$ cat src/hw/afu_params.svh
// **********************************************************
// afu shell parameters
// line, address and tag widths, host credits, buffer depth
// **********************************************************
`ifndef AFU_PARAMS_SVH
`define AFU_PARAMS_SVH

`define AFU_LINE_W     64 // bits per cache line
`define AFU_ADDR_W     32 // line address, not byte address
`define AFU_TAG_W      6  // host request tag
`define AFU_LEN_W      16 // max lines per copy run

// request slots granted by the host after reset
`define AFU_RD_CREDITS 4
`define AFU_WR_CREDITS 4

`define AFU_BUF_DEPTH  8  // engine line buffer, power of two

`endif

$ cat src/hw/host_if_pkg.sv
// **********************************************************
// host channel types
// mmio request/response plus credited read and write channels
// **********************************************************
`include "afu_params.svh"

package host_if_pkg;

	typedef logic [`AFU_LINE_W-1:0] line_t;      // one cache line
	typedef logic [`AFU_ADDR_W-1:0] line_addr_t; // host line address
	typedef logic [`AFU_TAG_W-1:0]  tag_t;       // request tag
	typedef logic [7:0]             mmio_addr_t; // csr byte offset
	typedef logic [63:0]            mmio_data_t;
	typedef logic [8:0]             mmio_tid_t;  // mmio transaction id

	typedef struct packed {
		logic       valid;
		logic       write; // 0 for read
		mmio_addr_t addr;
		mmio_data_t data;  // unused on reads
		mmio_tid_t  tid;
	} mmio_req_t;

	typedef struct packed {
		logic       valid;
		mmio_data_t data;
		mmio_tid_t  tid;   // echoes the request
	} mmio_rsp_t;

	typedef struct packed {
		logic       valid;
		line_addr_t addr;
		tag_t       tag;
	} host_rd_req_t;

	typedef struct packed {
		logic       valid;
		line_t      data;
		tag_t       tag;   // returned in request order
	} host_rd_rsp_t;

	typedef enum logic {
		WR_DATA = 1'b0,    // line write
		WR_IRQ  = 1'b1     // interrupt message
	} wr_kind_t;

	typedef struct packed {
		logic       valid;
		wr_kind_t   kind;
		line_addr_t addr;  // 0 for interrupts
		line_t      data;
		tag_t       tag;
	} host_wr_req_t;

	typedef struct packed {
		logic       valid;
		tag_t       tag;
	} host_wr_rsp_t;

endpackage

$ cat src/hw/dma_pkg.sv
// **********************************************************
// copy engine types
// csr map, descriptor and engine states
// **********************************************************
`include "afu_params.svh"

package dma_pkg;

	typedef enum logic [7:0] {
		CSR_SRC    = 8'h00, // source line address
		CSR_DST    = 8'h08, // destination line address
		CSR_LEN    = 8'h10, // lines to copy
		CSR_CTRL   = 8'h18, // bit0 go, bit1 irq enable
		CSR_STATUS = 8'h20  // busy, done, lines_done
	} csr_addr_t;

	typedef logic [63:0]           csr_data_t;
	typedef logic [`AFU_LEN_W-1:0] len_t;      // line count

	typedef struct packed {
		host_if_pkg::line_addr_t src;
		host_if_pkg::line_addr_t dst;
		len_t                    len;
		logic                    irq_en;      // send interrupt at end
	} copy_desc_t;

	typedef enum logic [1:0] {
		IDLE,   // waiting for go
		RUN,    // reads and writes in flight
		FINISH, // draining write acks
		NOTIFY  // interrupt out
	} copy_state_t;

endpackage

$ cat src/hw/afu.sv
// **********************************************************
// afu top level
// mmio csr block, host read and write bridges, copy engine
// **********************************************************
`timescale 1ns/10ps

module afu (
	input  logic                      clk,
	input  logic                      rst,
	input  host_if_pkg::mmio_req_t    mmio_req,
	output host_if_pkg::mmio_rsp_t    mmio_rsp,
	output host_if_pkg::host_rd_req_t host_rd_req,
	input  host_if_pkg::host_rd_rsp_t host_rd_rsp,
	input  logic                      rd_credit,
	output host_if_pkg::host_wr_req_t host_wr_req,
	input  host_if_pkg::host_wr_rsp_t host_wr_rsp,
	input  logic                      wr_credit
);

	dma_pkg::copy_desc_t     desc;              // csr to engine
	logic                    start;
	logic                    busy;
	logic                    done;
	dma_pkg::len_t           lines_done;
	logic                    rd_line_req_valid; // engine to read bridge
	host_if_pkg::line_addr_t rd_line_req_addr;
	logic                    rd_line_ready;
	logic                    rd_data_valid;
	host_if_pkg::line_t      rd_data;
	logic                    wr_line_req_valid; // engine to write bridge
	host_if_pkg::line_addr_t wr_line_req_addr;
	host_if_pkg::line_t      wr_line_req_data;
	logic                    wr_line_ready;
	logic                    irq_req;
	logic                    irq_ready;
	logic                    wr_ack;

	mmio_csr mmio_csr_inst (.*);       // names match one to one

	copy_engine copy_engine_inst (.*);

	host_rd_bridge host_rd_bridge_inst (
		.clk             (clk),
		.rst             (rst),
		.line_req_valid  (rd_line_req_valid),
		.line_req_addr   (rd_line_req_addr),
		.line_req_ready  (rd_line_ready),
		.line_data_valid (rd_data_valid),
		.line_data       (rd_data),
		.host_rd_req     (host_rd_req),
		.host_rd_rsp     (host_rd_rsp),
		.rd_credit       (rd_credit)
	);

	host_wr_bridge host_wr_bridge_inst (
		.clk             (clk),
		.rst             (rst),
		.line_req_valid  (wr_line_req_valid),
		.line_req_addr   (wr_line_req_addr),
		.line_req_data   (wr_line_req_data),
		.line_req_ready  (wr_line_ready),
		.irq_req         (irq_req),
		.irq_ready       (irq_ready),
		.ack             (wr_ack),          // interrupt acks filtered out
		.host_wr_req     (host_wr_req),
		.host_wr_rsp     (host_wr_rsp),
		.wr_credit       (wr_credit)
	);

endmodule

$ cat src/hw/copy_engine.sv
// **********************************************************
// copy engine
// reads a run of lines from src, holds them in a small buffer,
// writes them to dst, then reports done and optional irq
// **********************************************************
`timescale 1ns/10ps
`include "afu_params.svh"

module copy_engine (
	input  logic                    clk,
	input  logic                    rst,
	input  dma_pkg::copy_desc_t     desc,
	input  logic                    start,
	output logic                    busy,
	output logic                    done,              // held until next start
	output dma_pkg::len_t           lines_done,
	output logic                    rd_line_req_valid,
	output host_if_pkg::line_addr_t rd_line_req_addr,
	input  logic                    rd_line_ready,
	input  logic                    rd_data_valid,
	input  host_if_pkg::line_t      rd_data,
	output logic                    wr_line_req_valid,
	output host_if_pkg::line_addr_t wr_line_req_addr,
	output host_if_pkg::line_t      wr_line_req_data,
	input  logic                    wr_line_ready,
	output logic                    irq_req,
	input  logic                    irq_ready,
	input  logic                    wr_ack
);

	localparam int PTR_W = $clog2(`AFU_BUF_DEPTH);
	typedef logic [PTR_W-1:0] ptr_t; // buffer slot
	typedef logic [PTR_W:0]   cnt_t; // 0..depth

	dma_pkg::copy_state_t state;
	dma_pkg::copy_desc_t  cur;                        // latched at go
	dma_pkg::len_t        rd_idx;                     // reads issued
	dma_pkg::len_t        wr_idx;                     // writes issued
	dma_pkg::len_t        ack_cnt;                    // writes acked
	cnt_t                 rd_out;                     // reads in flight
	cnt_t                 buf_cnt;                    // lines buffered
	ptr_t                 wp;
	ptr_t                 rp;
	host_if_pkg::line_t   line_buf [`AFU_BUF_DEPTH];
	logic                 rd_acc;
	logic                 wr_acc;
	logic                 room;                       // space for one more read

	assign busy              = state != dma_pkg::IDLE;
	assign lines_done        = ack_cnt;
	assign room              = (rd_out + buf_cnt) < cnt_t'(`AFU_BUF_DEPTH);
	assign rd_line_req_valid = state == dma_pkg::RUN && rd_idx != cur.len && room;
	assign rd_line_req_addr  = cur.src + host_if_pkg::line_addr_t'(rd_idx);
	assign rd_acc            = rd_line_req_valid & rd_line_ready;
	assign wr_line_req_valid = state == dma_pkg::RUN && buf_cnt != '0;
	assign wr_line_req_addr  = cur.dst + host_if_pkg::line_addr_t'(wr_idx); // same index
	assign wr_line_req_data  = line_buf[rp];
	assign wr_acc            = wr_line_req_valid & wr_line_ready;
	assign irq_req           = state == dma_pkg::NOTIFY && cur.irq_en;

	always_ff @(posedge clk) begin
		if (rd_data_valid)
			line_buf[wp] <= rd_data;
	end

	// **********************************************************
	// counters and descriptor FSM
	// **********************************************************
	always_ff @(posedge clk) begin
		if (rst) begin
			state   <= dma_pkg::IDLE;
			cur     <= '0;
			done    <= 1'b0;
			rd_idx  <= '0;
			wr_idx  <= '0;
			ack_cnt <= '0;
			rd_out  <= '0;
			buf_cnt <= '0;
			wp      <= '0;
			rp      <= '0;
		end else begin
			rd_out  <= rd_out + cnt_t'(rd_acc) - cnt_t'(rd_data_valid);
			buf_cnt <= buf_cnt + cnt_t'(rd_data_valid) - cnt_t'(wr_acc);
			if (rd_data_valid)
				wp <= wp + ptr_t'(1);
			if (wr_acc)
				rp <= rp + ptr_t'(1);
			if (rd_acc)
				rd_idx <= rd_idx + dma_pkg::len_t'(1);
			if (wr_acc)
				wr_idx <= wr_idx + dma_pkg::len_t'(1);
			if (wr_ack)
				ack_cnt <= ack_cnt + dma_pkg::len_t'(1);
			case (state)
				dma_pkg::IDLE: if (start) begin               // go ignored while busy
					cur     <= desc;
					rd_idx  <= '0;
					wr_idx  <= '0;
					ack_cnt <= '0;
					done    <= desc.len == '0;                 // empty run ends here
					state   <= (desc.len == '0) ? dma_pkg::IDLE : dma_pkg::RUN;
				end
				dma_pkg::RUN: if (wr_idx == cur.len)
					state <= dma_pkg::FINISH;                   // all writes issued
				dma_pkg::FINISH: if (ack_cnt == cur.len)
					state <= dma_pkg::NOTIFY;
				dma_pkg::NOTIFY: if (!cur.irq_en || irq_ready) begin
					done  <= 1'b1;
					state <= dma_pkg::IDLE;
				end
				default: state <= dma_pkg::IDLE;
			endcase
		end
	end

	// data only for reads in flight, and always room for it
	a_buf_no_overrun: assert property (@(posedge clk) disable iff (rst)
		rd_data_valid |-> rd_out != '0 && buf_cnt < cnt_t'(`AFU_BUF_DEPTH))
		else $error("read data with no room in line buffer");

endmodule

$ cat src/hw/host_rd_bridge.sv
// **********************************************************
// host read bridge
// engine line reads to credited host read requests,
// read data passed back to the engine unregistered
// **********************************************************
`timescale 1ns/10ps
`include "afu_params.svh"

module host_rd_bridge (
	input  logic                      clk,
	input  logic                      rst,
	input  logic                      line_req_valid,
	input  host_if_pkg::line_addr_t   line_req_addr,
	output logic                      line_req_ready,
	output logic                      line_data_valid,
	output host_if_pkg::line_t        line_data,
	output host_if_pkg::host_rd_req_t host_rd_req,
	input  host_if_pkg::host_rd_rsp_t host_rd_rsp,
	input  logic                      rd_credit      // one pulse per credit back
);

	localparam int CRED_W = $clog2(`AFU_RD_CREDITS + 1);
	typedef logic [CRED_W-1:0] cred_t;

	cred_t             credits;  // request slots left
	host_if_pkg::tag_t next_tag; // tag of next request
	host_if_pkg::tag_t exp_tag;  // tag the next return must carry
	logic              accept;

	assign line_req_ready  = credits != '0;
	assign accept          = line_req_valid & line_req_ready;
	assign line_data_valid = host_rd_rsp.valid; // in order, no reorder buffer
	assign line_data       = host_rd_rsp.data;

	always_ff @(posedge clk) begin
		host_rd_req.addr <= line_req_addr;
		host_rd_req.tag  <= next_tag;
		if (rst) begin
			host_rd_req.valid <= 1'b0;
			credits           <= cred_t'(`AFU_RD_CREDITS);
			next_tag          <= '0;
			exp_tag           <= '0;
		end else begin
			host_rd_req.valid <= accept;                                   // one cycle later
			credits           <= credits - cred_t'(accept) + cred_t'(rd_credit);
			if (accept)
				next_tag <= next_tag + host_if_pkg::tag_t'(1);
			if (host_rd_rsp.valid)
				exp_tag <= exp_tag + host_if_pkg::tag_t'(1);
		end
	end

	a_rd_in_order: assert property (@(posedge clk) disable iff (rst)
		host_rd_rsp.valid |-> host_rd_rsp.tag == exp_tag)
		else $error("read return tag %0d, expected %0d", host_rd_rsp.tag, exp_tag);

	a_rd_credit_max: assert property (@(posedge clk) disable iff (rst)
		credits <= cred_t'(`AFU_RD_CREDITS))
		else $error("host returned more read credits than it was given");

endmodule

$ cat src/hw/host_wr_bridge.sv
// **********************************************************
// host write bridge
// engine line writes and interrupt messages to credited
// host write requests, line acks passed back unregistered
// **********************************************************
`timescale 1ns/10ps
`include "afu_params.svh"

module host_wr_bridge (
	input  logic                      clk,
	input  logic                      rst,
	input  logic                      line_req_valid,
	input  host_if_pkg::line_addr_t   line_req_addr,
	input  host_if_pkg::line_t        line_req_data,
	output logic                      line_req_ready,
	input  logic                      irq_req,
	output logic                      irq_ready,
	output logic                      ack,          // line writes only
	output host_if_pkg::host_wr_req_t host_wr_req,
	input  host_if_pkg::host_wr_rsp_t host_wr_rsp,
	input  logic                      wr_credit
);

	localparam int CRED_W = $clog2(`AFU_WR_CREDITS + 1);
	typedef logic [CRED_W-1:0] cred_t;

	cred_t             credits;
	host_if_pkg::tag_t next_tag;
	host_if_pkg::tag_t irq_tag;  // tag of interrupt in flight
	logic              irq_pend;
	logic              data_acc;
	logic              irq_acc;
	logic              send;
	logic              irq_rsp;  // ack belongs to the interrupt

	assign line_req_ready = credits != '0;
	assign irq_ready      = line_req_ready & ~line_req_valid; // lines win
	assign data_acc       = line_req_valid & line_req_ready;
	assign irq_acc        = irq_req & irq_ready;
	assign send           = data_acc | irq_acc;
	assign irq_rsp        = host_wr_rsp.valid & irq_pend & (host_wr_rsp.tag == irq_tag);
	assign ack            = host_wr_rsp.valid & ~irq_rsp;

	always_ff @(posedge clk) begin
		host_wr_req.kind <= data_acc ? host_if_pkg::WR_DATA : host_if_pkg::WR_IRQ;
		host_wr_req.addr <= data_acc ? line_req_addr : '0;  // irq goes to 0
		host_wr_req.data <= data_acc ? line_req_data : '0;
		host_wr_req.tag  <= next_tag;
		if (irq_acc)
			irq_tag <= next_tag;
		if (rst) begin
			host_wr_req.valid <= 1'b0;
			credits           <= cred_t'(`AFU_WR_CREDITS);
			next_tag          <= '0;
			irq_pend          <= 1'b0;
		end else begin
			host_wr_req.valid <= send;
			credits           <= credits - cred_t'(send) + cred_t'(wr_credit);
			if (send)
				next_tag <= next_tag + host_if_pkg::tag_t'(1);
			if (irq_acc)
				irq_pend <= 1'b1;
			else if (irq_rsp)
				irq_pend <= 1'b0;
		end
	end

	// ack filter tracks a single interrupt
	a_wr_one_irq: assert property (@(posedge clk) disable iff (rst)
		irq_acc |-> !irq_pend)
		else $error("second interrupt sent before first was acked");

endmodule

$ cat src/hw/mmio_csr.sv
// **********************************************************
// mmio control registers
// decodes host mmio into copy descriptor and go pulse,
// answers reads one cycle later with the same tid
// **********************************************************
`timescale 1ns/10ps

module mmio_csr (
	input  logic                   clk,
	input  logic                   rst,
	input  host_if_pkg::mmio_req_t mmio_req,
	output host_if_pkg::mmio_rsp_t mmio_rsp,
	output dma_pkg::copy_desc_t    desc,       // to engine
	output logic                   start,      // one-cycle go
	input  logic                   busy,
	input  logic                   done,
	input  dma_pkg::len_t          lines_done
);

	dma_pkg::csr_addr_t reg_addr; // decoded offset
	dma_pkg::csr_data_t rd_data;  // read mux
	logic               wr_en;
	logic               rd_en;

	assign reg_addr = dma_pkg::csr_addr_t'(mmio_req.addr);
	assign wr_en    = mmio_req.valid & mmio_req.write;
	assign rd_en    = mmio_req.valid & ~mmio_req.write;

	// **********************************************************
	// register writes
	// **********************************************************
	always_ff @(posedge clk) begin
		if (rst) begin
			desc  <= '0;
			start <= 1'b0;
		end else begin
			start <= wr_en && reg_addr == dma_pkg::CSR_CTRL && mmio_req.data[0]; // go bit
			if (wr_en) begin
				case (reg_addr)
					dma_pkg::CSR_SRC:  desc.src    <= host_if_pkg::line_addr_t'(mmio_req.data);
					dma_pkg::CSR_DST:  desc.dst    <= host_if_pkg::line_addr_t'(mmio_req.data);
					dma_pkg::CSR_LEN:  desc.len    <= dma_pkg::len_t'(mmio_req.data);
					dma_pkg::CSR_CTRL: desc.irq_en <= mmio_req.data[1];
					default: ;                                 // status is read only
				endcase
			end
		end
	end

	// **********************************************************
	// read back
	// **********************************************************
	always_comb begin
		case (reg_addr)
			dma_pkg::CSR_SRC:    rd_data = dma_pkg::csr_data_t'(desc.src);
			dma_pkg::CSR_DST:    rd_data = dma_pkg::csr_data_t'(desc.dst);
			dma_pkg::CSR_LEN:    rd_data = dma_pkg::csr_data_t'(desc.len);
			dma_pkg::CSR_CTRL:   rd_data = dma_pkg::csr_data_t'({desc.irq_en, 1'b0}); // go reads 0
			dma_pkg::CSR_STATUS: rd_data = (dma_pkg::csr_data_t'(lines_done) << 16)  // bits 31:16
			                             | dma_pkg::csr_data_t'({done, busy});
			default:             rd_data = '0;
		endcase
	end

	always_ff @(posedge clk) begin
		mmio_rsp.data <= rd_data;
		mmio_rsp.tid  <= mmio_req.tid;   // echo id
		if (rst)
			mmio_rsp.valid <= 1'b0;
		else
			mmio_rsp.valid <= rd_en;     // writes get no answer
	end

	a_mmio_addr_known: assert property (@(posedge clk) disable iff (rst)
		mmio_req.valid |-> reg_addr inside {dma_pkg::CSR_SRC, dma_pkg::CSR_DST,
			dma_pkg::CSR_LEN, dma_pkg::CSR_CTRL, dma_pkg::CSR_STATUS})
		else $error("mmio access to unmapped offset %h", mmio_req.addr);

endmodule

$ cat config.mk
export PLATFORM = sky130hd
export DESIGN_NAME = afu
export DESIGN_NICKNAME = d
export VERILOG_FILES = /design/src/hw/host_if_pkg.sv /design/src/hw/dma_pkg.sv /design/src/hw/afu.sv /design/src/hw/copy_engine.sv /design/src/hw/host_rd_bridge.sv /design/src/hw/host_wr_bridge.sv /design/src/hw/mmio_csr.sv
export VERILOG_INCLUDE_DIRS = /design/src /design/src/hw
export SDC_FILE = /design/constraint.sdc
export NUM_CORES = 1
export LEC_CHECK = 0
export BUFFER_PORTS_ARGS = -buffer_cell sky130_fd_sc_hd__buf_4
export CAP_MARGIN = 25
export CORE_MARGIN = 5
export CORE_UTILIZATION = 54
export DETAILED_ROUTE_END_ITERATION = 8
export GPL_TIMING_DRIVEN = 0
export PLACE_DENSITY = 0.78
export SLEW_MARGIN = 10
export SYNTH_ARGS = -nofsm -noshare
export SYNTH_HDL_FRONTEND = slang
export SYNTH_SLANG_ARGS = --single-unit
$ cat constraint.sdc
create_clock -name clk -period 12.5 [get_ports clk]
set_input_delay 0.625 -clock clk [delete_from_list [all_inputs] [get_ports clk]]
set_output_delay 0.625 -clock clk [all_outputs]
set_load 0.02 [all_outputs]
After elaboration in Yosys (flattened, before gate mapping):

Memories as Yosys holds them, arrays and structs flattened. A register that Yosys moved wholly into a read port is not among the register bits.
Index checks and enable logic that the tools add are counted.

* bits in registers: 406
* RAM bits: 512
* input bits: 165
* memories kept: 1

* add/sub/neg operators: 18
* magnitude comparators: 1
* equality and inequality tests: 15
* muxes and demuxes: 24
* bitwise operators: 14
* reductions and logical operators: 25

Memory list
* copy_engine_inst.line_buf: depth 8, width 64, rd ports 1, clocked after Yosys merged registers in 1, wr ports 1, line copy_engine.sv:44 `` host_if_pkg::line_t line_buf [`AFU_BUF_DEPTH]; ``

Operators by type and width (count)
* $pmux W64 S5: 1
* $mux W16: 9
* $add A32 B16 Y32: 2
* $add A16 B1 Y16 const B: 3
* $eq A16 B16 Y1: 2
* $or A32 B2 Y32: 1
* $eq A8 B5 Y1 const B: 2
* $logic_not A16 Y1: 1
* $ne A16 B16 Y1: 1
* $add A6 B1 Y6 const B: 2
* $reduce_and A2 Y1: 5
* $and A1 B1 Y1: 9
* $add A4 B1 Y4: 2
* $eq A8 B4 Y1 const B: 1
* $eq A8 B6 Y1 const B: 1
* $logic_not A8 Y1: 1
* $mux W1: 8
* $mux W2: 4
* $pmux W2 S4: 1
* $sub A4 B1 Y4: 2
* $add A3 B1 Y3: 2
* $add A3 B1 Y3 const B: 2
* $eq A6 B6 Y1: 1
* $logic_and A1 B1 Y1: 6
* 18 further kinds: 28

Longest topological paths before layout:

* depth after elaboration: 8
* depth in mapped cells: 15
* depth with buffers taken out: 14

Hierarchy:

From an unflattened synthesis, not the netlist that was laid out.

* cells, all modules: 2795
* area, all modules: 37669.9 µm²

By module, submodules not included
* copy_engine: instances 1, cells an instance 1803, area an instance 27755.4 µm², seq. area each 18357.6 µm²
* mmio_csr: instances 1, cells an instance 554, area an instance 4667.0 µm², seq. area each 2482.4 µm²
* host_wr_bridge: instances 1, cells an instance 288, area an instance 3538.4 µm², seq. area each 2462.4 µm²
* host_rd_bridge: instances 1, cells an instance 150, area an instance 1709.1 µm², seq. area each 960.9 µm²

Worst setup path after synthesis:

No wires, ideal clock.

* path kind: input -> register
* from: input host_rd_rsp[70] (netlist name)
* to: memory copy_engine_inst.line_buf[0][0] (netlist name) (enable)
* library setup time: 565 ps
* arrival: 5070 ps
* setup slack: 6865 ps
* stages: 2
* path through: nand2b_1 -> nor3_1

* longest elaborated chain between the ends: 2

Ends and longest elaborated chain
* from (decl): line afu.sv:13 `input host_if_pkg::host_rd_rsp_t host_rd_rsp,`
* $mux W1: line copy_engine.sv:62 `if (rd_data_valid)`
* $mux W1 (not written as such): line copy_engine.sv:63 `line_buf[wp] <= rd_data;`
* to (decl): line copy_engine.sv:44

Every way passes these cells.

Final worst setup path:

* from: register copy_engine_inst.buf_cnt[1]
* to: register host_rd_bridge_inst.credits[2]

* longest elaborated chain between the ends: 6

Ends and longest elaborated chain
* from (decl): line copy_engine.sv:41 `cnt_t buf_cnt;`
* from (signal assigned): line copy_engine.sv:83 `buf_cnt <= buf_cnt + cnt_t'(rd_data_valid) - cnt_t'(wr_acc);`
* $add A4 B4 Y4: line copy_engine.sv:51 `` assign room = (rd_out + buf_cnt) < cnt_t'(`AFU_BUF_DEPTH); ``
* $lt A4 B4 Y1: line copy_engine.sv:51
* $logic_and A1 B1 Y1: line copy_engine.sv:52 `assign rd_line_req_valid = state == dma_pkg::RUN && rd_idx != cur.len && room;`
* $and A1 B1 Y1
* net copy_engine_inst.rd_acc: line copy_engine.sv:45 `logic rd_acc;`
* $sub A3 B1 Y3: line host_rd_bridge.sv:45 `credits <= credits - cred_t'(accept) + cred_t'(rd_credit);`
* $add A3 B1 Y3: line host_rd_bridge.sv:45
* to (signal assigned): line host_rd_bridge.sv:40 `` credits <= cred_t'(`AFU_RD_CREDITS); ``
* to (signal assigned): line host_rd_bridge.sv:45
* to (decl): line host_rd_bridge.sv:25 `cred_t credits;`

The timed path passes the listed nets, and every way through them passes these cells.
A chain may end at the register's enable or synchronous reset.

==> insert_results.sql <==
INSERT INTO impl_metrics (metric_group, metric, value, unit) VALUES
('setup_path', 'worst_setup_path_start_kind', 'flip-flop', ''),
('power_and_ir_drop', 'power.net_switching', '0.00140', 'W'),
('sta', 'max_slew.worst_pin.slew', '1.02', 'ns'),
('route', 'routed_wl', '97.8', 'mm'),
('yosys', 'ys_seq_elements', '950', ''),
('clock_network', 'post-cts-setup-buffer-count', '0', ''),
('setup_path', 'worst_setup_path_startpoint', 'copy_engine_inst.buf_cnt[1]', ''),
('clock_network', 'clkSinkCount', '950', ''),
('power_and_ir_drop', 'clockPowerShare', '45.2', '%'),
('yosys', 'synth-xor-area-share', '3.91', '%'),
('yosys', 'postSynthAreaPerCell', '13.4', 'sq um'),
('route', 'drt-pass1-iter-count', '5', ''),
('sta', 'fin_setup_tns', '0', 'ns'),
('power_and_ir_drop', 'power.internal', '0.00519', 'W'),
('finish', 'most_common_cell_after_layout_fill_and_taps_aside', 'edfxtp_1', ''),
('global_route', 'global_route_wire_length_before_repair', '147', 'mm'),
('route', 'drt.antenna.violating_nets', '0', ''),
('yosys', 'synth_edf_count', '518', ''),
('placed_design', 'gp_congestion', '0.981', ''),
('setup_path', 'timing.setup.critical_path_class', 'reg2reg', ''),
('sta', 'setup_viol_count_final', '0', ''),
('sta', 'timing_hold_violations_final', '0', ''),
('clock_network', 'clkSlewWorstSetupHoldPaths', '0.06', 'ns'),
('floorplanning', 'width_of_the_die', '270', 'microns'),
('placed_design', 'detailed_place_hpwl', '68.5', 'mm'),
('sta', 'max_clock_freq', '255', 'MHz'),
('status', 'outcome', 'finished, final reports clean', ''),
('setup_path', 'required', '13.01', 'ns'),
('clock_network', 'clk-insertion-delay-late', '0.67', 'ns'),
('power_and_ir_drop', 'vdd_drop_max', '0.128', 'mV'),
('placed_design', 'number_of_input_and_output_port_buffers_inserted', '309', ''),
('sta', 'worst_slew_margin_rel', '31.9', '%'),
('finish', 'stdcell_area', '44200', 'sq um'),
('finish', 'layout.core_utilization', '65.8', '%'),
('route', 'drt-initial-drc-count', '2155', ''),
('global_route', 'grt.overflow.total', '0', ''),
('yosys', 'ys_top_cells_by_area', 'edfxtp_1 43%, dfxtp_1 24%, mux4_2 7.9%, nand2_1 4.0%, a21oi_1 2.9%', ''),
('power_and_ir_drop', 'static-leakage-power', '16.0', 'nW'),
('yosys', 'synth-adder-area-share', '2.35', '%'),
('floorplanning', 'floorplan.core_area', '67200', 'sq um'),
('power_and_ir_drop', 'swShare', '21.3', '%'),
('clock_network', 'tritoncts', 'yes', ''),
('setup_path', 'critical_path_arrival', '4.43', 'ns'),
('finish', 'areaGrowthSynthToFinish', '20.9', '%'),
('floorplanning', 'die-area', '73000', 'sq um'),
('finish', 'final_cell_mix', '518 x edfxtp_1, 432 x dfxtp_1, 387 x nand2_1, 357 x buf_4, 215 x a21oi_1', ''),
('sta', 'grt_setup_unrepaired', 'no', ''),
('setup_path', 'cp_max_fo', '11', ''),
('setup_path', 'worstSetupEndpointType', 'flip-flop', ''),
('yosys', 'synth-warning-count', '0', ''),
('yosys', 'synth_area_in_simple_gates', '9.30', '%'),
('yosys', 'post_synth_num_cell_types', '64', ''),
('route', 'detailroute.via_count', '23700', ''),
('power_and_ir_drop', 'power.density_cell_area', '149', 'nW/um^2'),
('placed_design', 'placedInstanceArea', '40800', 'sq um'),
('finish', 'finalNetCount', '3427', ''),
('yosys', 'yosys.area.top_type_share', '42.6', '%'),
('yosys', 'compound_cell_area_share_of_the_yosys_netlist', '5.20', '%'),
('min_path', 'hp-start', 'mmio_req[5]', ''),
('yosys', 'synthFlopType', 'edfxtp_1', ''),
('yosys', 'synth_top_family_by_area', 'multiplexers', ''),
('sta', 'final.setup.worst_slack', '8.58', 'ns'),
('route', 'viasPerCell', '5.69', ''),
('global_route', 'number_of_antenna_violations_at_the_first_check_in_global_routing', '5', ''),
('power_and_ir_drop', 'seqPwrFrac', '51.1', '%'),
('clock_network', 'clockBufferDepth', '3', ''),
('sta', 'final.setup_skew', '0.0490', 'ns'),
('yosys', 'seq_area_frac_synth', '66.2', '%'),
('yosys', 'synth.cell_area', '36500', 'sq um'),
('clock_network', 'cts.repair.resized', '0', ''),
('clock_network', 'root_buffer', 'clkbuf_16', '');
final timing paths:
kind / depth (start not counted) / to / slack (ns)
min: 1 / mmio_csr_inst.mmio_rsp[5] / 0.07
max reg2reg: 15 / host_rd_bridge_inst.credits[2] / 8.58
max: 15 / host_rd_bridge_inst.credits[2] / 8.58
min reg2reg: 0 / host_rd_bridge_inst.host_rd_req[5] / 0.37
cells in the mapped netlist, drive strengths merged, types with 3 or more instances:
master and count:
a22oi 11, nor2b 11, xnor2 95, nand4 29
ha 59, buf 59, nor4 8, edfxtp 518
nand3 36, o211ai 4, o21ai 32, mux4 128
dfxtp 432, o21bai 3, fa 6, a21boi 4
nor3b 6, a222oi 12, a41oi 4, clkbuf 98
and2 6, xor2 68, or3 21, and4 6
a21o 16, nand2b 11, and3 29, nand2 387
a211oi 6, nor3 15, a21oi 215, or2 3
inv 45, nor2 215, mux2i 95
metal layers:
layer	GRT usage [%]	wire length [microns]	vias up
li1	-	-	10700
met1	32.6	37100	11700
met2	45.3	49100	1035
met3	5.45	7710	190
met4	10.4	3930	2
met5	0	13	-
logic make-up after synthesis:
logic type	count (synthesis)
mux	224
simple gates	785
fa+ha+maj	65
buf+inv	202
compound gates	327
xor+xnor	163
flops	950
other cells	1
metrics by stage:
stage                     power, W  cells  hold slack, ns
after CTS                  0.00662   4147          0.0332
final                      0.00659   4158          0.0669
after floorplan            0.00355   2748           0.349
after global routing       0.00679   4154          0.0441
after detailed placement   0.00367   3969           0.366
after global placement     0.00365   3930           0.362
sequential cells by signal, indices dropped and copies added, names as in the netlist, 6 cells and up:
name	flops
host_rd_bridge_inst.next_tag	6
copy_engine_inst.cur	81
copy_engine_inst.lines_done	16
copy_engine_inst.wr_idx	16
copy_engine_inst.rd_idx	16
host_wr_bridge_inst.irq_tag	6
host_rd_bridge_inst.host_rd_req	39
copy_engine_inst.line_buf	512
host_wr_bridge_inst.host_wr_req	104
host_wr_bridge_inst.next_tag	6
mmio_csr_inst.mmio_rsp	42
mmio_csr_inst.desc	81
critical path: stages, from the launching register on:
cell and delay, ns:
dfxtp_1 0.41, ha_1 0.26, a31o_1 0.21, a21oi_1 0.17, xnor2_1 0.15, nand4_1 0.39
inv_2 0.29, buf_1 0.53, ha_1 0.35, inv_1 0.06, ha_1 0.12, inv_1 0.05
fa_1 0.40, xor2_1 0.16, xnor2_1 0.17, nand2b_1 0.07
power by group through the flow:
stage	Combinational (W)	Sequential (W)	Clock [W]
finish	0.000243	0.00337	0.00298
global route	0.000262	0.00337	0.00317
CTS	0.000241	0.00337	0.00301
detailed placement	0.000238	0.00343	0
global placement	0.000214	0.00344	0
floorplan	0.000121	0.00343	0
layout make-up:
class | instances | area (sq um) | area share [%]
clock buffers | 120 | 2560 | 5.80
multi-input cells | 1596 | 11600 | 26.3
plain buffers | 157 | 734 | 1.66
diodes | 6 | 15.0 | 0.0340
inverters | 45 | 169 | 0.382
repair buffers | 353 | 3020 | 6.84
clock inverters | 58 | 771 | 1.74
flip-flops and latches | 950 | 24200 | 54.8
well taps | 873 | 1090 | 2.47
Note: power is estimated with default switching activity, not from simulation.
